File: src/verilog/basicOpsPkg.sv
package basicOpsPkg;

	//////////////////////////////////////////////////////////////////////
	// G.729 fixed-point word sizes
	//////////////////////////////////////////////////////////////////////

	// Word16 and Word32
	localparam int wordWidth = 16;
	localparam int longWidth = 32;

	// Most negative Word16, the one product that overflows L_mult
	localparam logic [wordWidth-1:0] minWord = 16'h8000;

	// Word32 saturation limits
	localparam logic [longWidth-1:0] maxLong = 32'h7FFF_FFFF;
	localparam logic [longWidth-1:0] minLong = 32'h8000_0000;

	//////////////////////////////////////////////////////////////////////
	// Convolution result shift
	//////////////////////////////////////////////////////////////////////

	localparam int shiftCountWidth = 2;
	localparam logic [shiftCountWidth-1:0] convShift = 2'd3;

endpackage

File: src/verilog/convolveIfs.sv


// Combinational L_mac operands and result
interface macBus;
	logic [basicOpsPkg::wordWidth-1:0] a;
	logic [basicOpsPkg::wordWidth-1:0] b;
	logic [basicOpsPkg::longWidth-1:0] c;
	logic [basicOpsPkg::longWidth-1:0] result;

	modport engine(output a, output b, output c, input result);
	modport unit(input a, input b, input c, output result);
endinterface


File: src/verilog/lMac.sv
module lMac (
	macBus.unit mac
);

	logic [basicOpsPkg::longWidth-1:0] aWide;
	logic [basicOpsPkg::longWidth-1:0] bWide;
	logic [basicOpsPkg::longWidth-1:0] rawProduct;
	logic [basicOpsPkg::longWidth-1:0] product;
	logic [basicOpsPkg::longWidth:0] sum;

	// Sign extend both Word16 operands to full width
	assign aWide = {{(basicOpsPkg::longWidth-basicOpsPkg::wordWidth){mac.a[basicOpsPkg::wordWidth-1]}},
		mac.a};
	assign bWide = {{(basicOpsPkg::longWidth-basicOpsPkg::wordWidth){mac.b[basicOpsPkg::wordWidth-1]}},
		mac.b};

	// Low word of the two's complement product is exact here
	assign rawProduct = aWide * bWide;

	// L_mult, the doubled product
	always_comb
	begin
		if (mac.a == basicOpsPkg::minWord && mac.b == basicOpsPkg::minWord)
			product = basicOpsPkg::maxLong;
		else
			product = {rawProduct[basicOpsPkg::longWidth-2:0], 1'b0};
	end

	// L_add with one guard bit for overflow detection
	assign sum = {mac.c[basicOpsPkg::longWidth-1], mac.c}
		+ {product[basicOpsPkg::longWidth-1], product};

	always_comb
	begin
		if (sum[basicOpsPkg::longWidth] != sum[basicOpsPkg::longWidth-1])
			mac.result = sum[basicOpsPkg::longWidth] ? basicOpsPkg::minLong : basicOpsPkg::maxLong;
		else
			mac.result = sum[basicOpsPkg::longWidth-1:0];
	end

endmodule

File: src/flat_wrapper.sv
// flat-port wrapper written by rule: the top's interface ports become plain ports
module lMac_flat 
  (mac_a, mac_b, mac_c, mac_result);
  macBus mac_i ();
  input wire logic [$bits(mac_i.a)-1:0] mac_a;
  input wire logic [$bits(mac_i.b)-1:0] mac_b;
  input wire logic [$bits(mac_i.c)-1:0] mac_c;
  output wire logic [$bits(mac_i.result)-1:0] mac_result;
  assign mac_i.a = mac_a;
  assign mac_i.b = mac_b;
  assign mac_i.c = mac_c;
  assign mac_result = mac_i.result;
  lMac u_core (.mac(mac_i));
endmodule
File: config.mk
export PLATFORM = sky130hd
export DESIGN_NAME = lMac_flat
export DESIGN_NICKNAME = d
export VERILOG_FILES = /design/src/verilog/basicOpsPkg.sv /design/src/verilog/convolveIfs.sv /design/src/verilog/lMac.sv /design/src/flat_wrapper.sv
export SDC_FILE = /design/constraint.sdc
export NUM_CORES = 1
export LEC_CHECK = 0
export BUFFER_PORTS_ARGS = -buffer_cell sky130_fd_sc_hd__buf_2
export CORE_UTILIZATION = 30
export DETAILED_ROUTE_END_ITERATION = 16
export GPL_TIMING_DRIVEN = 0
export PLACE_DENSITY = 0.42
export SYNTH_ARGS = -nofsm -noshare
export SYNTH_HDL_FRONTEND = slang
export SYNTH_SLANG_ARGS = --single-unit
File: constraint.sdc
create_clock -name vclk -period 16.6
set_clock_uncertainty 0.05 [all_clocks]
set_input_delay 0.83 -clock vclk [all_inputs]
set_output_delay 0.83 -clock vclk [all_outputs]
set_load 0.02 [all_outputs]
==> run_results.csv <==
group,metric,value,unit
status,status,"completed",
layout,area.sequential,0,um2
critical_path,crit_start,"mac_a[7]",
global_routing,grt_max_degree,11,
clocking,ctsHoldBuffers,0,
layout,final_common_cell,"inv_1",
yosys,synth.avg_cell_area,8.48,um2
timing,setup_viol,0,
layout,clkbuf_count,0,
yosys,synthCells,1403,
job,cap_violations,0,
detailed_routing,drtPass1Iterations,5,
global_routing,overflow,0,
detailed_routing,wirelength,35100,um
detailed_routing,via_count,9586,
critical_path,path_max_fanout,10,
floorplan,num_rows,72,
timing,grt_setup_unrepaired,"no",
critical_path,path_class,"in2out",
floorplan,start_util,0.306,
floorplan,fp.dieArea,0.0404,mm2
timing,period_minus_slack,11.06,ns
timing,tightestPinTransition,0.778,ns
critical_path,cp_slowest_cell,"clkbuf_1",
layout,nets,1927,
floorplan,core,0.0388,mm2
timing,finalHoldViolations,0,
floorplan,die_x,201,um
hold_path,hp-class,"in2out",
global_routing,grt_pass1_wl,55900,um
clocking,post_cts_resized,0,
critical_path,critical_path.top_delay_family,"adder cells",
detailed_routing,ant_nets,0,
global_routing,antenna_found_initial,1,
layout,seq_cells,0,
timing,timing.hold.ws,2.08,ns
place,io_buffers,88,
detailed_routing,drtIter0Drc,414,
timing,max_freq,0.0904,GHz
critical_path,worst-path-buf-inv,12,
detailed_routing,drt-vias-per-instance,4.77,
yosys,synth_area_leader_cell,"fa_1",
floorplan,ioPinCount,96,
yosys,netlist_area,0.0119,mm2
place,hpwlAfterDp,30900,um
critical_path,slowest_delay,0.59,ns
timing,setup_tns,0,ns
layout,final_cell_mix,"inv_1, fa_1, nand2_1",
yosys,ys_types,62,
yosys,yosys.area.top_type_share,0.433,
critical_path,cpMostUsedCell,"fa_1",
critical_path,worst-endpoint-arrival,10.18,ns
clocking,postCtsSetupBuffers,0,
global_routing,grt_pass1_vias,9944,
yosys,synth_nets,1837,
layout,area_growth,9.18,%
timing,slew_headroom,0.481,
timing,slew_violations,0,
layout,drive_above_1_share,0.0791,
critical_path,critPathLaunchType,"input port",
yosys,synth-seq-area-share,0,
yosys,netlist_top_cells_area,"fa_1, ha_1, inv_1",
global_routing,track_usage,0.177,
yosys,ys_warn_count,0,
timing,period_share,0.666,
hold_path,min_from,"mac_c[0]",
floorplan,die_y,201,um
critical_path,critPathRequiredTime,15.72,ns
place,gp_congestion,0.855,
detailed_routing,wire_per_inst,17.5,um
critical_path,cp-end-kind,"output pin",
detailed_routing,drc,0,
-- cells in the mapped netlist (9+ instances only) --
library cell / instances
a211oi_1: 9
a21o_1: 24
a21oi_1: 59
and2_1: 124
clkbuf_1: 47
fa_1: 257
ha_1: 113
inv_1: 304
nand2_1: 167
nand2b_1: 13
nand3_1: 11
nor2_1: 40
nor3_1: 14
o21ai_0: 32
xnor2_1: 39
xor2_1: 25
-- through the flow --
| step | cell area (um2) | cells | worst slack [ns] | utilization |
|---|---|---|---|---|
| finish | 13000 | 2010 | 5.54 | 0.334 |
| global route | 13000 | 2009 | 4.88 | 0.334 |
| CTS | 13000 | 2009 | 5.62 | 0.334 |
| detailed placement | 13000 | 2009 | 5.65 | 0.334 |
| global placement | 13000 | 2009 | 5.60 | 0.334 |
| floorplan | 11900 | 1403 | 7.13 | - |
-- kinds of logic (layout without fill, tap and decap cells) --
kind of cell               Yosys count  in the layout  synth area share
AOI/OAI and AO/OA                  192            192             0.108
xor gates and xnor gates            64             64            0.0471
adders and majority gates          377            377             0.558
buffers and inverters              362            450             0.116
muxes                                1              1          0.000842
other                                0              1                 0
and+or+nand+nor                    407            407             0.170
-- cell type report --
cell class	count	area (um2)
Buffer	58	238
Tap cell	518	648
Timing Repair Buffer	88	440
Fill cell	4214	25800
Antenna cell	1	2.50
Multi-Input combinational cell	1041	10500
Inverter	304	1140
-- per-layer routing --
metal	GRT usage	part of all wire
met5	0	0
met4	0.00791	0.0050
met3	0.00858	0.029
met2	0.308	0.50
met1	0.252	0.46
-- path summary, 6_finish.rpt --
kind	to	slack [ns]	cells past startpoint
max	mac_result[8]	5.54	36
min	mac_result[0]	2.08	5
