$ cat src/verilog/basicOpsPkg.sv
package basicOpsPkg;

	//////////////////////////////////////////////////////////////////////
	// G.729 fixed-point word sizes
	//////////////////////////////////////////////////////////////////////

	// Word16 and Word32
	localparam int wordWidth = 16;
	localparam int longWidth = 32;

	// Most negative Word16, the one product that overflows L_mult
	localparam logic [wordWidth-1:0] minWord = 16'h8000;

	// Word32 saturation limits
	localparam logic [longWidth-1:0] maxLong = 32'h7FFF_FFFF;
	localparam logic [longWidth-1:0] minLong = 32'h8000_0000;

	//////////////////////////////////////////////////////////////////////
	// Convolution result shift
	//////////////////////////////////////////////////////////////////////

	localparam int shiftCountWidth = 2;
	localparam logic [shiftCountWidth-1:0] convShift = 2'd3;

endpackage

$ cat src/verilog/convolveIfs.sv


// L_shl handshake, ready starts a shift and done flags the result
interface shlBus;
	logic [basicOpsPkg::longWidth-1:0] var1;
	logic ready;
	logic done;
	logic [basicOpsPkg::longWidth-1:0] result;

	modport engine(output var1, output ready, input done, input result);
	modport unit(input var1, input ready, output done, output result);
endinterface

$ cat src/verilog/lShl.sv
module lShl (
	input logic clk,
	input logic reset,
	shlBus.unit shl
);

	logic [basicOpsPkg::longWidth-1:0] value;
	logic [basicOpsPkg::shiftCountWidth-1:0] stepsLeft;

	// One-bit saturating shift step
	// A saturated value feeds back to itself on later steps
	function automatic logic [basicOpsPkg::longWidth-1:0] shiftStep(
		input logic [basicOpsPkg::longWidth-1:0] v
	);
		if (v[basicOpsPkg::longWidth-1] != v[basicOpsPkg::longWidth-2])
			return v[basicOpsPkg::longWidth-1] ? basicOpsPkg::minLong : basicOpsPkg::maxLong;
		return {v[basicOpsPkg::longWidth-2:0], 1'b0};
	endfunction

	//////////////////////////////////////////////////////////////////////
	// Step counter and done strobe
	//////////////////////////////////////////////////////////////////////

	// The ready edge already performs the first step
	always_ff @(posedge clk)
	begin
		if (reset)
		begin
			stepsLeft <= '0;
			shl.done <= 1'b0;
		end
		else
		begin
			shl.done <= 1'b0;
			if (shl.ready)
				stepsLeft <= basicOpsPkg::convShift - 1'b1;
			else if (stepsLeft != '0)
			begin
				stepsLeft <= stepsLeft - 1'b1;
				shl.done <= (stepsLeft - 1'b1) == '0;
			end
		end
	end

	// Shift datapath
	always_ff @(posedge clk)
	begin
		if (shl.ready)
			value <= shiftStep(shl.var1);
		else if (stepsLeft != '0)
			value <= shiftStep(value);
	end

	assign shl.result = value;

endmodule

$ cat src/flat_wrapper.sv
// flat-port wrapper written by rule: the top's interface ports become plain ports
module lShl_flat 
  (clk, reset, shl_var1, shl_ready, shl_done, shl_result);
  shlBus shl_i ();
  input logic clk;
  input logic reset;
  input wire logic [$bits(shl_i.var1)-1:0] shl_var1;
  input wire logic [$bits(shl_i.ready)-1:0] shl_ready;
  output wire logic [$bits(shl_i.done)-1:0] shl_done;
  output wire logic [$bits(shl_i.result)-1:0] shl_result;
  assign shl_i.var1 = shl_var1;
  assign shl_i.ready = shl_ready;
  assign shl_done = shl_i.done;
  assign shl_result = shl_i.result;
  lShl u_core (.clk(clk), .reset(reset), .shl(shl_i));
endmodule
$ cat config.mk
export PLATFORM = sky130hd
export DESIGN_NAME = lShl_flat
export DESIGN_NICKNAME = d
export VERILOG_FILES = /design/src/verilog/basicOpsPkg.sv /design/src/verilog/convolveIfs.sv /design/src/verilog/lShl.sv /design/src/flat_wrapper.sv
export SDC_FILE = /design/constraint.sdc
export NUM_CORES = 1
export LEC_CHECK = 0
export ABC_CLOCK_PERIOD_IN_PS = 2500
export BUFFER_PORTS_ARGS = -buffer_cell sky130_fd_sc_hd__buf_2
export CAP_MARGIN = 10
export CORE_MARGIN = 5
export CORE_UTILIZATION = 53
export CTS_CLUSTER_SIZE = 12
export DETAILED_ROUTE_END_ITERATION = 12
export HOLD_SLACK_MARGIN = 0.05
export PLACE_DENSITY = 0.85
export SLEW_MARGIN = 30
export SYNTH_ARGS = -nofsm -noshare
export SYNTH_HDL_FRONTEND = slang
export SYNTH_SLANG_ARGS = --single-unit
$ cat constraint.sdc
create_clock -name clk -period 2.5 [get_ports clk]
set_input_delay 0.5 -clock clk [delete_from_list [all_inputs] [get_ports clk]]
set_output_delay 0.5 -clock clk [all_outputs]
set_load 0.03 [all_outputs]
==> results.py, run 1 <==
metrics = {
    "logic_synthesis": {
        "yosysWarnings": 0,
        "yosysSeqAreaShare_pct": 55.1,
        "netlist_area_um2": 1850,
        "syn_inst": 154,
        "synth.distinct_cells": 18,
        "avgSynthCellArea_um2": 12.0,
        "ys_seq_elements": 35,
        "synth_fp_nets": 192,
    },
    "clocking": {
        "cts_made_buffers": 5,
        "cts_htree_levels": 2,
        "cts.sinks": 35,
        "cts_setup_buffers": 0,
        "path_clk_slew_ps": 100,
        "cts-resized-gates": 0,
        "clockBufferDepth": 2,
        "tritoncts": "built",
        "cts_root_buf": "clkbuf_4",
        "clk_latency_ps": 340,
        "postCtsHoldBufs": 0,
    },
    "cells_and_area": {
        "antenna_cells": 0,
        "register_area_um2": 1020,
        "fin_util_pct": 66.5,
        "fin_nets": 258,
        "final_cells": 267,
        "area_growth_pct": 20.6,
        "fillers": 292,
        "multi_input_comb_area_um2": 728,
        "final_common_cell": "buf_2",
        "drive_gt1_share_pct": 50.2,
        "final_cell_mix": "buf_2, nand2_1, edfxtp_1",
    },
    "floorplanning": {
        "die_h_um": 69.2,
        "die_x_um": 69.2,
        "die_area_um2": 4780,
        "io_pins": 68,
        "core_area_um2": 3360,
        "rows": 21,
        "start_util_pct": 55.1,
    },
    "place": {
        "dp_hpwl_um": 2660,
        "port_buffers": 67,
        "place_ws_ps": 616,
        "dp.cells": 259,
        "routabilityCongestion": 0.699,
    },
    "power_and_ir_drop": {
        "power.leakage_uw": 0.000941,
        "power_density_nw_per_um2": 782,
        "ir_drop_mv": 0.414,
    },
    "timing": {
        "min_period_ps": 1730,
        "slew_viol_final": 0,
        "relSlewSlack_pct": 61.2,
        "rsz0062_at_grt": "false",
        "fin_ws_ps": 765,
        "whs_ps": 338,
        "period_share_pct": 69.4,
        "hold_violations": 0,
        "fmax_ghz": 0.576,
        "tightest_slew_ps": 582,
        "fin_worst_skew_ps": 8.01,
        "fin_setup_tns_ps": 0,
        "setup_violations": 0,
    },
    "critical_path": {
        "cp.required_ps": 2580,
        "r2r-end": "u_core.shl.result[30]",
        "worstPathArrival_ps": 1810,
        "cp_max_fo": 30,
        "r2r_start": "u_core.shl.result[31]",
        "cp-start-kind": "flop",
        "crit_path_end_kind": "flop",
        "path_class": "flop to flop",
        "r2r_setup_slack_ps": 770,
        "reg2reg_depth": 4,
    },
    "worst_hold_path": {
        "hold_start": "reset",
        "hold_path.class": "input port to flop",
        "holdPathStages": 2,
        "holdPathEnd": "u_core.stepsLeft[1]",
    },
    "drt": {
        "finalWirelength_um": 3920,
        "via_per_inst": 5.25,
        "first_pass_iters": 4,
        "vias": 1403,
        "drt-initial-drc-count": 162,
        "wl_per_cell_um": 14.7,
        "antenna_left": 0,
        "drc_errors": 0,
    },
    "global_route": {
        "grt_first_pass_wirelength_um": 6790,
        "antenna_found_initial": 0,
        "grt_pass1_vias": 1416,
        "track_usage_pct": 17.4,
        "grt_remaining_overflow": 0,
        "grt_max_degree": 32,
    },
    "flow_run": {
        "max_cap_viol_count": 0,
    },
    "run_status": {
        "outcome": "finished clean",
    },
}
==> state kept, by name, indices dropped and copies added, names as in the netlist <==
name,flops
u_core.shl.result,32
u_core.stepsLeft,2
u_core.shl.done,1
==> where the power goes <==
| part | internal, uW | switching, uW |
|---|---|---|
| sequential | 763 | 50.2 |
| combinational | 209 | 431 |
| clock | 110 | 187 |
==> worst max-delay path by stage <==
stage,start,end,slack [ps],depth (start not counted)
global route,u_core.shl.result[31],u_core.shl.result[30],660,4
detailed placement,shl_var1[31],u_core.shl.result[26],620,6
finish,u_core.shl.result[31],u_core.shl.result[30],770,4
CTS,u_core.shl.result[31],u_core.shl.result[30],750,4
global placement,shl_var1[31],u_core.shl.result[18],650,6
floorplan,shl_ready,u_core.shl.result[0],780,2
==> worst max-delay path, stage by stage, from the launching register on <==
cell	delay, ps
edfxtp_1	430
inv_1	70
ha_1	300
o21ba_4	530
a22oi_2	140
==> cell families after synthesis <==
kind of cell    count (synthesis)  synth area share [%]
fa+ha+maj                       3                  2.02
flops                          35                  55.1
simple gates                   65                  14.0
buf+inv                        15                  5.67
mux                             2                  1.21
compound gates                 34                  22.1
==> routing by layer <==
metal / global-route usage, % / vias up / routed length (um)
li1: - / 687 / -
met1: 23.0 / 658 / 1690
met2: 26.4 / 53 / 1860
met3: 5.81 / 5 / 328
met4: 6.51 / 0 / 36
met5: 0 / - / 0
==> Yosys cell counts (all sizes together) <==
| master | number | area share [%] |
|---|---|---|
| o21ba | 1 | 0.88 |
| mux2 | 2 | 1.2 |
| a22oi | 30 | 20 |
| nand2 | 60 | 12 |
| o21ai | 1 | 0.27 |
| nor2 | 1 | 0.20 |
| nand2b | 1 | 0.34 |
| dfxtp | 3 | 3.2 |
| or3 | 1 | 0.34 |
| nor4b | 2 | 0.94 |
| ha | 3 | 2.0 |
| a21oi | 1 | 0.27 |
| o21a | 1 | 0.41 |
| buf | 13 | 5.3 |
| edfxtp | 32 | 52 |
| inv | 2 | 0.41 |
==> final cells by class <==
class	count	share of cell area, %
repair buffers	72	16.7
inverters	2	0.336
clock buffers	7	2.01
well taps	46	2.57
flip-flops and latches	35	45.6
multi-input cells	104	32.6
clock inverters	1	0.224
==> per-stage QoR <==
stage / total power, uW / instance area [um^2]
2_1_floorplan: 1320 / 1850
3_3_place_gp: 1460 / 2190
3_5_place_dp: 1470 / 2190
4_1_cts: 1770 / 2240
5_1_grt: 1850 / 2240
6_report: 1750 / 2240
Note: power is estimated with default switching activity, not from simulation.
==> run 2: changes to the inputs <==
- ABC_CLOCK_PERIOD_IN_PS: 2500 -> 1700
- CORE_UTILIZATION: 53 -> 49
- PLACE_DENSITY: 0.85 -> 0.79
- clock period: 2.5 -> 1.7 ns (I/O delays scaled with it)
==> results.py, run 2 (same netlist as run 1, synthesis figures left out) <==
metrics = {
    "global_route": {
        "grt_max_degree": 32,
        "track_usage_pct": 16.7,
        "grt_remaining_overflow": 0,
        "use_met1_pct": 22.6,
        "antenna_found_initial": 0,
        "grt_first_pass_wirelength_um": 6660,
        "grt_pass1_vias": 1354,
        "busiest_layer": "met2",
        "grt_use_met2_pct": 25.6,
        "grt.met3_usage_pct": 6.17,
    },
    "floorplanning": {
        "die_h_um": 71.5,
        "rows": 22,
        "io_pins": 68,
        "die_area_um2": 5110,
        "core_area_um2": 3660,
        "start_util_pct": 50.6,
        "die_x_um": 71.5,
    },
    "power_and_ir_drop": {
        "fin_total_pwr_uw": 2900,
        "ir_drop_mv": 0.642,
        "power.leakage_uw": 0.000980,
        "power_density_nw_per_um2": 1250,
    },
    "timing": {
        "min_period_ps": 1640,
        "fin_worst_skew_ps": 8.79,
        "hold_violations": 0,
        "slew_viol_final": 0,
        "setup_violations": 0,
        "fin_ws_ps": 55.4,
        "rsz0062_at_grt": "true",
        "fmax_ghz": 0.608,
        "relSlewSlack_pct": 63.8,
        "tightest_slew_ps": 543,
        "period_share_pct": 96.7,
    },
    "clocking": {
        "cts_htree_levels": 2,
        "cts_setup_buffers": 0,
        "path_clk_slew_ps": 70,
        "clockBufferDepth": 2,
        "clk_latency_ps": 290,
        "tritoncts": "built",
        "cts_root_buf": "clkbuf_8",
        "cts_made_buffers": 5,
        "cts.sinks": 35,
    },
    "critical_path": {
        "worstPathArrival_ps": 1660,
        "crit_path_end_kind": "flop",
        "cp.required_ps": 1720,
        "path_class": "flop to flop",
        "cp_max_fo": 15,
        "cp-start-kind": "flop",
    },
    "cells_and_area": {
        "fin_nets": 260,
        "antenna_cells": 0,
        "final_cell_mix": "buf_2, nand2_1, edfxtp_1",
        "final_common_cell": "buf_2",
        "fin_util_pct": 63.6,
        "area_growth_pct": 25.6,
        "drive_gt1_share_pct": 51.6,
        "largest_reg_flops": 32,
    },
    "drt": {
        "drc_errors": 0,
        "finalWirelength_um": 4230,
        "via_per_inst": 5.20,
        "first_pass_iters": 4,
        "drt-initial-drc-count": 130,
        "wl_per_cell_um": 15.6,
        "vias": 1409,
        "antenna_left": 0,
    },
    "worst_hold_path": {
        "hold_path.class": "input port to flop",
    },
    "place": {
        "routabilityCongestion": 0.739,
        "dp_hpwl_um": 2810,
        "port_buffers": 67,
        "place_ws_ps": -28.4,
    },
    "flow_run": {
        "max_cap_viol_count": 0,
    },
    "run_status": {
        "outcome": "finished clean",
    },
}
## run 2: cell types whose count changed in the layout (fill, tap and decap cells not counted)
cell,previous run,this run
clkbuf_4,5,0
clkbuf_8,0,5
clkbuf_1,2,0
buf_12,0,1
bufinv_16,0,1
clkinv_1,0,1
o21a_1,1,0
o21a_2,0,1
o21ba_2,0,1
## run 2: worst paths after layout
kind                                            start  depth (start not counted)  slack, ps               endpoint
worst max-delay path            u_core.shl.result[30]                          3         60  u_core.shl.result[23]
worst min register to register    u_core.stepsLeft[0]                          1        490    u_core.stepsLeft[0]
worst min-delay path                            reset                          2        240    u_core.stepsLeft[1]
worst max register to register  u_core.shl.result[30]                          3         60  u_core.shl.result[23]
## run 2: routing by layer
metal  vias up  share of wire, %
met1       656                44
met2        59                46
met4         0              0.90
li1        690                 -
met5         -                 0
met3         4               9.0
## run 2: timing repair
item | in CTS | in global routing
cloned | 1 | 0
pin swaps | 1 | 0
setup endpoints to repair | 1 | 14
resized for setup | 0 | 0
hold buffers | 0 | 0
## run 2: critical path, stage by stage (launching register included)
cell,delay (ps)
edfxtp_1,430
ha_1,360
o21ba_2,500
a22oi_2,90
## run 2: final cells by class
cell class,count,area (um^2)
flip-flops and latches,35,1020
repair buffers,73,393
multi-input cells,105,739
clock inverters,3,38.8
fillers,326,1330
clock buffers,5,68.8
inverters,2,7.51
well taps,48,60.1
## run 2: stage by stage
step | hold slack [ps] | area (um^2) | setup TNS [ps] | instances
4_1_cts | 235 | 2330 | 0 | 271
5_1_grt | 243 | 2330 | -222 | 271
2_1_floorplan | 412 | 1850 | 0 | 154
6_report | 240 | 2330 | 0 | 271
3_3_place_gp | 465 | 2210 | 0 | 262
3_5_place_dp | 487 | 2210 | -28.4 | 262
## run 2: power by group
part,internal [uW],leakage [uW],switching (uW)
clock network,429,0.0000556,302
logic,323,0.000581,649
registers,1120,0.000344,75.0
