<file path="src/verilog/basicOpsPkg.sv">
package basicOpsPkg;

	//////////////////////////////////////////////////////////////////////
	// G.729 fixed-point word sizes
	//////////////////////////////////////////////////////////////////////

	// Word16 and Word32
	localparam int wordWidth = 16;
	localparam int longWidth = 32;

	// Most negative Word16, the one product that overflows L_mult
	localparam logic [wordWidth-1:0] minWord = 16'h8000;

	// Word32 saturation limits
	localparam logic [longWidth-1:0] maxLong = 32'h7FFF_FFFF;
	localparam logic [longWidth-1:0] minLong = 32'h8000_0000;

	//////////////////////////////////////////////////////////////////////
	// Convolution result shift
	//////////////////////////////////////////////////////////////////////

	localparam int shiftCountWidth = 2;
	localparam logic [shiftCountWidth-1:0] convShift = 2'd3;

endpackage

</file>
<file path="src/verilog/convMemPkg.sv">
package convMemPkg;

	//////////////////////////////////////////////////////////////////////
	// Scratch memory map
	//////////////////////////////////////////////////////////////////////

	localparam int addrWidth = 11;
	localparam int idxWidth = 6;

	// Regions are 64-word aligned so the index fills the low bits
	localparam logic [addrWidth-1:0] inputBase = 11'h040;
	localparam logic [addrWidth-1:0] impulseBase = 11'h080;
	localparam logic [addrWidth-1:0] outputBase = 11'h0C0;

	// Samples per vector
	localparam logic [idxWidth-1:0] vecLen = 6'd40;

	// One memory word, either whole or as two Word16 halves
	typedef union packed {
		logic [basicOpsPkg::longWidth-1:0] full;
		struct packed {
			logic [basicOpsPkg::wordWidth-1:0] hi;
			logic [basicOpsPkg::wordWidth-1:0] lo;
		} halves;
	} memWord;

	//////////////////////////////////////////////////////////////////////
	// Engine FSM state codes
	//////////////////////////////////////////////////////////////////////

	localparam int stateWidth = 3;
	localparam logic [stateWidth-1:0] stIdle = 3'd0;
	localparam logic [stateWidth-1:0] stCheckN = 3'd1;
	localparam logic [stateWidth-1:0] stCheckI = 3'd2;
	localparam logic [stateWidth-1:0] stReadH = 3'd3;
	localparam logic [stateWidth-1:0] stMac = 3'd4;
	localparam logic [stateWidth-1:0] stShlReady = 3'd5;
	localparam logic [stateWidth-1:0] stShlWait = 3'd6;

endpackage

</file>
<file path="src/verilog/convolveIfs.sv">
// Engine side of the scratch memory, read data lags the address by one cycle
interface memBus;
	logic [convMemPkg::addrWidth-1:0] addr;
	logic wrEn;
	convMemPkg::memWord wrData;
	convMemPkg::memWord rdData;

	modport engine(output addr, output wrEn, output wrData, input rdData);
	modport mem(input addr, input wrEn, input wrData, output rdData);
endinterface

// Combinational L_mac operands and result
interface macBus;
	logic [basicOpsPkg::wordWidth-1:0] a;
	logic [basicOpsPkg::wordWidth-1:0] b;
	logic [basicOpsPkg::longWidth-1:0] c;
	logic [basicOpsPkg::longWidth-1:0] result;

	modport engine(output a, output b, output c, input result);
	modport unit(input a, input b, input c, output result);
endinterface

// L_shl handshake, ready starts a shift and done flags the result
interface shlBus;
	logic [basicOpsPkg::longWidth-1:0] var1;
	logic ready;
	logic done;
	logic [basicOpsPkg::longWidth-1:0] result;

	modport engine(output var1, output ready, input done, input result);
	modport unit(input var1, input ready, output done, output result);
endinterface

</file>
<file path="src/verilog/convolve.sv">
module convolve (
	input logic clk,
	input logic reset,
	input logic start,
	output logic done,
	memBus.engine mem,
	macBus.engine mac,
	shlBus.engine shl
);

	logic [convMemPkg::stateWidth-1:0] state;
	logic [convMemPkg::stateWidth-1:0] nextState;
	logic [convMemPkg::idxWidth-1:0] n;
	logic [convMemPkg::idxWidth-1:0] i;
	logic [basicOpsPkg::longWidth-1:0] accum;
	logic [basicOpsPkg::wordWidth-1:0] xReg;

	// Region base with the sample index in the low bits
	function automatic logic [convMemPkg::addrWidth-1:0] regionAddr(
		input logic [convMemPkg::addrWidth-1:0] base,
		input logic [convMemPkg::idxWidth-1:0] idx
	);
		return {base[convMemPkg::addrWidth-1:convMemPkg::idxWidth], idx};
	endfunction

	//////////////////////////////////////////////////////////////////////
	// Next state and outputs
	//////////////////////////////////////////////////////////////////////

	always_comb
	begin
		nextState = state;
		done = 1'b0;
		mem.addr = '0;
		mem.wrEn = 1'b0;
		mem.wrData = '0;
		mac.a = '0;
		mac.b = '0;
		mac.c = '0;
		shl.var1 = '0;
		shl.ready = 1'b0;

		case (state)
			convMemPkg::stIdle:
				if (start)
					nextState = convMemPkg::stCheckN;
			convMemPkg::stCheckN:
			begin
				if (n >= convMemPkg::vecLen)
				begin
					done = 1'b1;
					nextState = convMemPkg::stIdle;
				end
				else
					nextState = convMemPkg::stCheckI;
			end
			convMemPkg::stCheckI:
			begin
				// Inner loop over, i is cleared on this cycle
				if (i > n)
					nextState = convMemPkg::stShlReady;
				else
				begin
					mem.addr = regionAddr(convMemPkg::inputBase, i);
					nextState = convMemPkg::stReadH;
				end
			end
			convMemPkg::stReadH:
			begin
				mem.addr = regionAddr(convMemPkg::impulseBase, n - i);
				nextState = convMemPkg::stMac;
			end
			convMemPkg::stMac:
			begin
				mac.a = xReg;
				mac.b = mem.rdData.halves.lo;
				mac.c = accum;
				nextState = convMemPkg::stCheckI;
			end
			convMemPkg::stShlReady:
			begin
				shl.var1 = accum;
				shl.ready = 1'b1;
				nextState = convMemPkg::stShlWait;
			end
			convMemPkg::stShlWait:
			begin
				if (shl.done)
				begin
					// Upper half of the shifted sum, zero extended
					mem.addr = regionAddr(convMemPkg::outputBase, n);
					mem.wrEn = 1'b1;
					mem.wrData.halves.hi = '0;
					mem.wrData.halves.lo = shl.result[basicOpsPkg::longWidth-1 -: basicOpsPkg::wordWidth];
					nextState = convMemPkg::stCheckN;
				end
			end
			default:
				nextState = convMemPkg::stIdle;
		endcase
	end

	//////////////////////////////////////////////////////////////////////
	// State and loop indices
	//////////////////////////////////////////////////////////////////////

	always_ff @(posedge clk)
	begin
		if (reset)
		begin
			state <= convMemPkg::stIdle;
			n <= '0;
			i <= '0;
		end
		else
		begin
			state <= nextState;
			case (state)
				convMemPkg::stIdle:
				begin
					n <= '0;
					i <= '0;
				end
				convMemPkg::stCheckI:
					if (i > n)
						i <= '0;
				convMemPkg::stMac:
					i <= i + 1'b1;
				convMemPkg::stShlWait:
					if (shl.done)
						n <= n + 1'b1;
				default:
					;
			endcase
		end
	end

	// Accumulator and latched x sample
	always_ff @(posedge clk)
	begin
		case (state)
			convMemPkg::stCheckN:
				accum <= '0;
			convMemPkg::stReadH:
				xReg <= mem.rdData.halves.lo;
			convMemPkg::stMac:
				accum <= mac.result;
			default:
				;
		endcase
	end

endmodule

</file>
<file path="src/flat_wrapper.sv">
// flat-port wrapper written by rule: the top's interface ports become plain ports
module convolve_flat 
  (clk, reset, start, done, mem_addr, mem_wrEn, mem_wrData, mem_rdData, mac_a, mac_b, mac_c, mac_result, shl_var1, shl_ready, shl_done, shl_result);
  memBus mem_i ();
  macBus mac_i ();
  shlBus shl_i ();
  input logic clk;
  input logic reset;
  input logic start;
  output logic done;
  output wire logic [$bits(mem_i.addr)-1:0] mem_addr;
  output wire logic [$bits(mem_i.wrEn)-1:0] mem_wrEn;
  output wire logic [$bits(mem_i.wrData)-1:0] mem_wrData;
  input wire logic [$bits(mem_i.rdData)-1:0] mem_rdData;
  output wire logic [$bits(mac_i.a)-1:0] mac_a;
  output wire logic [$bits(mac_i.b)-1:0] mac_b;
  output wire logic [$bits(mac_i.c)-1:0] mac_c;
  input wire logic [$bits(mac_i.result)-1:0] mac_result;
  output wire logic [$bits(shl_i.var1)-1:0] shl_var1;
  output wire logic [$bits(shl_i.ready)-1:0] shl_ready;
  input wire logic [$bits(shl_i.done)-1:0] shl_done;
  input wire logic [$bits(shl_i.result)-1:0] shl_result;
  assign mem_addr = mem_i.addr;
  assign mem_wrEn = mem_i.wrEn;
  assign mem_wrData = mem_i.wrData;
  assign mem_i.rdData = mem_rdData;
  assign mac_a = mac_i.a;
  assign mac_b = mac_i.b;
  assign mac_c = mac_i.c;
  assign mac_i.result = mac_result;
  assign shl_var1 = shl_i.var1;
  assign shl_ready = shl_i.ready;
  assign shl_i.done = shl_done;
  assign shl_i.result = shl_result;
  convolve u_core (.clk(clk), .reset(reset), .start(start), .done(done), .mem(mem_i), .mac(mac_i), .shl(shl_i));
endmodule
</file>
<file path="config.mk">
export PLATFORM = sky130hd
export DESIGN_NAME = convolve_flat
export DESIGN_NICKNAME = d
export VERILOG_FILES = /design/src/verilog/basicOpsPkg.sv /design/src/verilog/convMemPkg.sv /design/src/verilog/convolveIfs.sv /design/src/verilog/convolve.sv /design/src/flat_wrapper.sv
export SDC_FILE = /design/constraint.sdc
export NUM_CORES = 1
export LEC_CHECK = 0
export BUFFER_PORTS_ARGS = -buffer_cell sky130_fd_sc_hd__buf_2
export CAP_MARGIN = 40
export CORE_MARGIN = 8
export CORE_UTILIZATION = 39
export CTS_CLUSTER_DIAMETER = 200
export CTS_CLUSTER_SIZE = 28
export DETAILED_ROUTE_END_ITERATION = 7
export GPL_TIMING_DRIVEN = 0
export PLACE_DENSITY = 0.75
export SLEW_MARGIN = 0
export SYNTH_ARGS = -nofsm -noshare
export SYNTH_HDL_FRONTEND = slang
export SYNTH_SLANG_ARGS = --single-unit
</file>
<file path="constraint.sdc">
create_clock -name clk -period 2.7 [get_ports clk]
set_input_delay 0.27 -clock clk [delete_from_list [all_inputs] [get_ports clk]]
set_output_delay 0.27 -clock clk [all_outputs]
set_load 0.02 [all_outputs]
</file>
==> flow_summary.json, run 1 <==
{
  "ant_nets": 0,
  "cts_tree": "built",
  "cap_viol_max_count": 0,
  "p_sw_uw": 609.1,
  "hold_viol": 0,
  "die_area_um2": 12960,
  "timing.rr.end": "u_core.i[5]",
  "syn_area_um2": 3732,
  "start_util_pct": 40.20,
  "hold_end": "u_core.xReg[11]",
  "ys_top_cells_by_area": "edfxtp_1 (39%), and3_1 (16%), and2_1 (8.4%)",
  "overflow": 0,
  "clk_path_buf_depth": 2,
  "antenna_found_initial": 0,
  "crit_path_cell_trace": "inv_4, ha_4, inv_2, fa_2, a211oi_2, o21ai_2, and3b_2, a222oi_1, inv_1, buf_2",
  "outcome": "complete, but fails checks",
  "min_from": "mem_rdData[11]",
  "synth_top_area_cell": "edfxtp_1",
  "nFillCells": 867,
  "cts_made_buffers": 9,
  "timing.setup.tns_ns": -0.01388,
  "place.gp.congestion": 0.8458,
  "power_density_nw_per_um2": 414.8,
  "yosysUniqueCellTypes": 48,
  "finalWorstSetupSlack_ns": -0.01388,
  "drv_slew": 0,
  "r2r_cells": 10,
  "finalClockSkew_ns": 0.008906,
  "cp-start-kind": "flip-flop",
  "final_cells": 737,
  "timing.rr.start": "u_core.n[0]",
  "ys_warn_count": 0,
  "hpwlAfterDp_mm": 9.225,
  "port_buffers": 189,
  "yosysSeqAreaShare_pct": 46.66,
  "routed_wl_mm": 11.65,
  "finalCritPeriodShare_pct": 100.5,
  "grt_pass1_vias": 3609,
  "ir_drop_uv": 205.6,
  "num_rows": 35,
  "ys_seq_elements": 63,
  "vias": 3580,
  "path_max_fanout": 8,
  "grt_max_degree": 25,
  "violations": "negative setup slack",
  "syn_avg_cell_area_um2": 9.874,
  "grt_pass1_wl_mm": 18.08,
  "clock_latency_ns": 0.33,
  "syn_inst": 378,
  "cts-hold-fix-buffers": 0,
  "route.detailed.drc": 0,
  "reg2reg_slack_ns": 0.66,
  "drtIter0Drc": 152,
  "io-pin-count": 242,
  "hold-path-cell-count": 1,
  "arrival_ns": 2.44,
  "cpMaxStageDelayCell": "dfxtp_4",
  "die_w_um": 113.8,
  "htreeDepth": 3,
  "endpoint_kind": "output port",
  "drive_gt1_share_pct": 42.27,
  "final_area_um2": 5204,
  "cp_top_family": "compound AO/OA/AOI/OAI gates",
  "comb_power_share_pct": 16.8,
  "rsz0062_at_grt": "yes",
  "critPathBufInv": 4,
  "intPower_uw": 1549,
  "routedWlPerCell_um": 15.81,
  "worstPathRequired_ns": 2.43,
  "diodes": 0,
  "vias_per_cell": 4.858,
  "dp.cells": 715,
  "slowest_delay_ns": 0.36,
  "fin_crit_ns": 2.714,
  "syn_to_final_growth_pct": 39.42,
  "setup_viol": 1,
  "placed_cell_area_um2": 4946,
  "criticalPathCategory": "flip-flop to output port",
  "fp.dieH_um": 113.8,
  "fin_nets": 714,
  "hold_class": "input port to flip-flop",
  "drtPass1Iterations": 4,
  "power_frac_clock_pct": 31.3,
  "p_sw_share_pct": 28.22,
  "p_seq_share_pct": 51.9,
  "max_freq_mhz": 368.5,
  "leakage_uw": 0.002871,
  "cts_sinks": 63,
  "grt.total_usage_pct": 17.40,
  "root_buffer": "clkbuf_8",
  "design.core.area_um2": 9284,
  "synth.top_cell.area_share_pct": 38.62,
  "path_clk_slew_ns": 0.07
}
synth_stat cells (all sizes together):
cell and instances:
nor4b 1, o21a 2, nand2b 3, a221o 2, and3 97, nor2b 3
inv 11, xor2 5, o21ai 7, buf 27, or2 2, o22ai 3
fa 1, a22oi 3, mux2i 2, nor2 22, clkbuf 22, dfxtp 15
a21oi 9, nand4 3, a222oi 2, a211oi 3, nor3b 1, o211ai 2
nor3 2, edfxtp 48, xnor2 5, o31ai 1, conb 1, ha 9
and2 50, a21boi 1, a21o 2, nand3 1, nand2 8, a2bb2oi 1
and3b 1
final cells by class:
type	count	area, um^2	area share [%]
multi-input cells	273	1772	34.05
flip-flops and latches	63	1753	33.69
repair buffers	198	1051	20.20
plain buffers	48	265.3	5.097
well taps	129	161.4	3.102
clock buffers	10	127.6	2.453
inverters	11	47.55	0.9137
clock inverters	5	26.28	0.5049
worst max-delay path by stage:
stage / slack (ns) / depth (start not counted) / end / start
2_1_floorplan: 0.05 / 3 / u_core.accum[0] / u_core.state[0]
3_3_place_gp: -0.69 / 3 / u_core.accum[5] / u_core.state[0]
3_5_place_dp: 0.11 / 10 / mem_addr[5] / u_core.i[0]
4_1_cts: -0.11 / 10 / mem_addr[5] / u_core.n[0]
5_1_grt: -0.11 / 10 / mem_addr[5] / u_core.n[0]
6_report: -0.01 / 10 / mem_addr[1] / u_core.n[0]
cell families (layout without fill, tap and decap cells):
group	after synthesis	count (layout)	synth area share, %
AOI/OAI and AO/OA	38	38	7.241
xor gates and xnor gates	10	10	2.347
adders and majority gates	10	10	3.554
buffers and inverters	60	272	8.515
DFF	63	63	46.66
muxes	2	2	0.5364
other	1	19	0.1005
and+or+nand+nor	194	194	31.04
power groups by stage:
stage	clock network, uW	logic [uW]	registers, uW
6_report	675	363	1120
5_1_grt	732	400	1130
4_1_cts	700	360	1120
3_5_place_dp	0	361	1140
3_3_place_gp	0	338	1150
2_1_floorplan	0	220	1140
metrics by stage:
step	hold WS, ns	util, %	total power (uW)	setup WS [ns]
3_5_place_dp	0.4607	53.27	1505	0.1146
2_1_floorplan	0.3689	-	1358	0.05169
6_report	0.1261	56.05	2158	-0.01388
3_3_place_gp	0.4570	52.86	1484	-0.6937
4_1_cts	0.1002	55.71	2181	-0.1059
5_1_grt	0.09780	56.05	2259	-0.1141
cell usage in the layout (no fill, tap or decap), drive strengths merged, types with 2 or more instances in the layout:
cell type  count
buf          224
and3          97
and2          50
edfxtp        48
clkbuf        32
nor2          22
conb          19
dfxtp         15
inv           10
a21oi          9
ha             9
nand2          8
o21ai          7
xor2           5
xnor2          5
clkinv         4
nor2b          3
nand2b         3
o22ai          3
a22oi          3
nand4          3
a211oi         3
clkinvlp       2
o21a           2
mux2i          2
o211ai         2
a222oi         2
a21o           2
nor3           2
a221o          2
or2            2
state kept, by name (all words and copies together), names as in the netlist:
register and cells:
u_core.accum 32, u_core.xReg 16, u_core.i 6, u_core.n 6
u_core.state 3
timing repair:
item | CTS | global route
pin swaps | 4 | 6
gates cloned | 0 | 0
resized for setup | 15 | 8
endpoints found under the hold margin | 0 | 0
endpoints found under the setup margin | 7 | 7
buffers inserted | 6 | 2
per-layer routing:
layer | vias to the layer above | global-route usage [%] | share of wire, %
met5 | - | 0 | 0
met4 | 0 | 6.655 | 1.5
met3 | 18 | 4.913 | 7.9
met2 | 134 | 31.99 | 53
met1 | 1685 | 18.33 | 38
li1 | 1743 | - | -
Power figures use the tool's default switching activity.
==> run 2: changes to the inputs <==
--- a/config.mk
+++ b/config.mk
@@ -8,12 +8,12 @@
 export BUFFER_PORTS_ARGS = -buffer_cell sky130_fd_sc_hd__buf_2
 export CAP_MARGIN = 40
 export CORE_MARGIN = 8
-export CORE_UTILIZATION = 39
+export CORE_UTILIZATION = 46
 export CTS_CLUSTER_DIAMETER = 200
 export CTS_CLUSTER_SIZE = 28
 export DETAILED_ROUTE_END_ITERATION = 7
 export GPL_TIMING_DRIVEN = 0
-export PLACE_DENSITY = 0.75
+export PLACE_DENSITY = 0.83
 export SLEW_MARGIN = 0
 export SYNTH_ARGS = -nofsm -noshare
 export SYNTH_HDL_FRONTEND = slang
==> constraint.sdc (replaced) <==
create_clock -name clk -period 3.4 [get_ports clk]
set_input_delay 0.34 -clock clk [delete_from_list [all_inputs] [get_ports clk]]
set_output_delay 0.34 -clock clk [all_outputs]
set_load 0.02 [all_outputs]
==> run 2 against run 1 <==
Against the previous run: the run now ends clean; die area shrank 13%; wire length shrank 3.0%; sequential cell count is the same; total power shrank 15%; via count shrank 1.7%; sequential share of layout area grew 0.40 points; combinational power shrank 21%; global-route usage grew 1.8 points; clock skew grew 0.0047 ns; non-clock buffer count shrank 7; setup slack gained 0.33 ns; hold slack gained 0.059 ns; critical path type unchanged; largest cell class unchanged.
==> flow_summary.json, run 2 (synthesis results as in run 1) <==
{
  "slowest_delay_ns": 0.46,
  "grt_max_degree": 24,
  "root_buffer": "clkbuf_8",
  "clock_latency_ns": 0.34,
  "criticalPathCategory": "flip-flop to output port",
  "power_uw": 1828,
  "cap_viol_max_count": 0,
  "regMostFlops": "u_core.accum",
  "path_max_fanout": 8,
  "hold_viol": 0,
  "endpoint_kind": "output port",
  "reg2reg_slack_ns": 1.18,
  "htreeDepth": 3,
  "die_area_um2": 11250,
  "drtPass1Iterations": 4,
  "post_cts_resized": 0,
  "ant_nets": 0,
  "io-pin-count": 242,
  "die_w_um": 106.1,
  "port_buffers": 189,
  "route.detailed.drc": 0,
  "start_util_pct": 46.36,
  "cp_top_family": "compound AO/OA/AOI/OAI gates",
  "largest_registers": "u_core.accum x32, u_core.xReg x16",
  "seqCellArea_um2": 1742,
  "max_freq_mhz": 324.4,
  "design.core.area_um2": 8051,
  "fin_crit_ns": 3.083,
  "vias_per_cell": 4.976,
  "drive_gt1_share_pct": 39.70,
  "dp.cells": 691,
  "vias": 3518,
  "setup_viol": 0,
  "timing.setup.tns_ns": 0,
  "place.gp.congestion": 0.8772,
  "largest_reg_flops": 32,
  "arrival_ns": 2.74,
  "num_rows": 33,
  "nFillCells": 671,
  "rsz0062_at_grt": "no",
  "pre_cts_slack_ns": 0.7205,
  "ir_drop_uv": 231.7,
  "tightestPinTransition_ns": 0.6834,
  "routed_wl_mm": 11.31,
  "cts-hold-fix-buffers": 0,
  "cts_setup_buffers": 0,
  "antenna_found_initial": 0,
  "fin_nets": 707,
  "crit_path_frequent_cell": "o21ai_1",
  "hpwlAfterDp_mm": 8.897,
  "diodes": 0,
  "cpMaxStageDelayCell": "dfxtp_1",
  "grt_pass1_vias": 3444,
  "power_density_nw_per_um2": 357.7,
  "clk_path_buf_depth": 2,
  "syn_to_final_growth_pct": 36.91,
  "grt_pass1_wl_mm": 17.53,
  "outcome": "finished, final reports clean",
  "drv_slew": 0,
  "worstPathRequired_ns": 3.06,
  "cp-start-kind": "flip-flop",
  "fp.dieH_um": 106.1,
  "cts_made_buffers": 9,
  "path_clk_slew_ns": 0.08,
  "crit_path_cell_trace": "ha_1, inv_1, fa_1, a211oi_2, o21ai_1, and3b_1, buf_6, a222oi_1, o21ai_1, buf_2",
  "layout_common_cells": "buf_2 (193), and3_1 (97), and2_1 (50)",
  "drtIter0Drc": 210,
  "cts_tree": "built",
  "layout_commonest_cell": "buf_2",
  "leakage_uw": 0.002856,
  "grt.total_usage_pct": 19.21,
  "critPathBufInv": 3,
  "finalCritPeriodShare_pct": 90.66,
  "slew_headroom_pct": 54.39,
  "finalWorstSetupSlack_ns": 0.3175,
  "overflow": 0,
  "final_cells": 707,
  "cts_sinks": 63,
  "routedWlPerCell_um": 15.99,
  "hold_class": "input port to flip-flop",
  "multi_input_area_um2": 1752,
  "finalClockSkew_ns": 0.01358
}
run 2: cell count changes in the layout (fill, tap and decap cells not counted), moves of 3 or more:
cell      change
dfxtp_1       +5
buf_2         +4
dfxtp_2       -3
inv_1         +3
buf_4        -10
clkinv_2      -3
run 2: cell type report:
type,count,share of cell area (%)
multi-input cells,273,34.28
flip-flops and latches,63,34.08
clock inverters,7,1.371
inverters,11,0.8080
repair buffers,190,19.05
well taps,105,2.571
plain buffers,49,5.411
clock buffers,9,2.424
run 2: per-layer routing:
layer  track usage, %  up-vias  routed length, um
met5                0        -                  0
met1            21.56     1611               4438
met4            7.236        0                208
met2            33.11      147               5759
met3            6.413       19                898
li1                 -     1741                  -
run 2: final timing paths:
path | from | to | cells after the start
setup / recovery | u_core.i[0] | mem_addr[5] | 10
hold / removal | mem_rdData[12] | u_core.xReg[12] | 1
setup reg to reg | u_core.i[0] | u_core.i[5] | 8
hold reg to reg | u_core.n[0] | u_core.n[0] | 1
run 2: worst register-to-register path: cells and delay by family, from the launching register on:
| kind | cells | cell delay (ns) |
|---|---|---|
| compound gates | 3 | 0.73 |
| flops | 1 | 0.46 |
| simple gates | 1 | 0.05 |
| xor+xnor | 1 | 0.16 |
| buf+inv | 1 | 0.06 |
| fa+ha+maj | 2 | 0.66 |
run 2: power breakdown:
part | internal (uW) | leakage, uW | total (uW) | switching [uW]
clock | 339 | 0.0000913 | 651 | 312
combinational | 103 | 0.00220 | 286 | 183
sequential | 874 | 0.000566 | 892 | 17.4
run 2: through the flow:
| stage | utilization [%] | area (um^2) | hold slack, ns |
|---|---|---|---|
| detailed placement | 61.06 | 4916 | 0.5288 |
| CTS | 63.47 | 5110 | 0.1649 |
| floorplan | - | 3800 | 0.4389 |
| finish | 63.47 | 5110 | 0.1855 |
| global placement | 60.58 | 4877 | 0.5273 |
| global route | 63.47 | 5110 | 0.1601 |
==> run 3: changes to the inputs <==
--- a/config.mk
+++ b/config.mk
@@ -14,6 +14,7 @@
 export DETAILED_ROUTE_END_ITERATION = 7
 export GPL_TIMING_DRIVEN = 0
 export PLACE_DENSITY = 0.83
+export RECOVER_POWER = 25
 export SLEW_MARGIN = 0
 export SYNTH_ARGS = -nofsm -noshare
 export SYNTH_HDL_FRONTEND = slang
==> run 3 against run 2 <==
Against the previous run: maximum frequency barely moved; clock skew barely moved; total power fell by 0.67%; critical path type unchanged; critical endpoint unchanged; largest cell class is now registers.
==> flow_summary.json, run 3 (synthesis results as in run 1) <==
{
  "drv_slew": 0,
  "path_max_fanout": 8,
  "grt_max_degree": 24,
  "syn_to_final_growth_pct": 35.57,
  "hpwlAfterDp_mm": 8.897,
  "regMostFlops": "u_core.accum",
  "place.gp.congestion": 0.8772,
  "routed_wl_mm": 11.27,
  "io-pin-count": 242,
  "criticalPathCategory": "flip-flop to output port",
  "arrival_ns": 2.74,
  "drtPass1Iterations": 4,
  "hold_viol": 0,
  "grt.total_usage_pct": 19.21,
  "cts_tree": "built",
  "seqCellArea_um2": 1742,
  "diodes": 0,
  "ant_nets": 0,
  "nFillCells": 684,
  "clk_path_buf_depth": 2,
  "cts_made_buffers": 9,
  "cts-hold-fix-buffers": 0,
  "antenna_found_initial": 0,
  "design.core.area_um2": 8051,
  "drive_gt1_share_pct": 37.71,
  "max_freq_mhz": 324.7,
  "cts_setup_buffers": 0,
  "grt_pass1_wl_mm": 17.53,
  "path_clk_slew_ns": 0.08,
  "drtIter0Drc": 169,
  "routedWlPerCell_um": 15.94,
  "multi_input_area_um2": 1715,
  "tightestPinTransition_ns": 1.234,
  "overflow": 0,
  "worstPathRequired_ns": 3.06,
  "vias": 3507,
  "post_cts_resized": 0,
  "largest_registers": "u_core.accum x32, u_core.xReg x16",
  "endpoint_kind": "output port",
  "port_buffers": 189,
  "start_util_pct": 46.36,
  "htreeDepth": 3,
  "fin_nets": 707,
  "root_buffer": "clkbuf_8",
  "cap_viol_max_count": 0,
  "power_density_nw_per_um2": 358.8,
  "layout_common_cells": "buf_2 (189), and3_1 (97), and2_1 (50)",
  "fp.dieH_um": 106.1,
  "clock_latency_ns": 0.34,
  "ir_drop_uv": 231.1,
  "finalCritPeriodShare_pct": 90.59,
  "final_util_pct": 62.84,
  "rsz0062_at_grt": "no",
  "outcome": "finished, final reports clean",
  "cts_sinks": 63,
  "route.detailed.drc": 0,
  "cp-start-kind": "flip-flop",
  "finalClockSkew_ns": 0.01360,
  "vias_per_cell": 4.960,
  "timing.setup.tns_ns": 0,
  "fin_crit_ns": 3.080,
  "num_rows": 33,
  "setup_viol": 0,
  "leakage_uw": 0.002826,
  "grt_pass1_vias": 3444,
  "slew_headroom_pct": 17.71,
  "hold_class": "input port to flip-flop",
  "die_area_um2": 11250,
  "layout_commonest_cell": "buf_2",
  "die_w_um": 106.1,
  "largest_reg_flops": 32
}
==> run 3: cell count changes in the layout (fill, tap and decap cells not counted), sizes merged <==
cell    before  now
buf        217  211
clkbuf      31   37
==> run 3: stage by stage <==
step                      hold slack [ns]  total power (uW)  std cells  cell area, um^2  worst slack (ns)
after floorplan                    0.4389              1078        396             3800            0.7517
after global placement             0.5273              1172        690             4877           0.08972
after detailed placement           0.5288              1192        691             4916            0.7205
after CTS                          0.1649              1837        707             5110            0.3288
after global routing               0.1601              1892        707             5060            0.1618
final                              0.1850              1816        707             5060            0.3200
==> run 3: cell type report <==
cell class	instances	share of cell area [%]
Multi-Input combinational cell	273	33.90
Buffer	49	5.292
Timing Repair Buffer	190	19.14
Tap cell	105	2.596
Sequential cell	63	34.42
Clock buffer	9	2.448
Clock inverter	7	1.385
Inverter	11	0.8160
==> run 3: worst paths after layout <==
kind | start | endpoint | slack (ns) | cells after the start
setup / recovery | u_core.i[0] | mem_addr[5] | 0.32 | 10
hold / removal | mem_rdData[12] | u_core.xReg[12] | 0.19 | 1
setup reg to reg | u_core.state[0] | u_core.accum[26] | 1.07 | 4
hold reg to reg | u_core.n[0] | u_core.n[0] | 0.56 | 1
==> run 3: power breakdown <==
| part | switching (uW) | total (uW) | internal, uW |
|---|---|---|---|
| clock network | 313 | 652 | 339 |
| logic | 178 | 273 | 95.2 |
| registers | 16.5 | 891 | 874 |
==> run 3: layer usage <==
layer | GRT usage, % | vias to the layer above | part of all wire [%]
li1 | - | 1740 | -
met1 | 21.56 | 1612 | 39
met2 | 33.11 | 136 | 51
met3 | 6.413 | 19 | 7.5
met4 | 7.236 | 0 | 1.9
met5 | 0 | - | 0
==> run 3: critical path: stages (launching register included) <==
cell and delay (ns):
dfxtp_1 0.46, ha_1 0.23, inv_1 0.06, fa_1 0.43, a211oi_2 0.26, o21ai_1 0.11, and3b_1 0.20, buf_6 0.14
a222oi_1 0.21, o21ai_1 0.14, buf_2 0.18
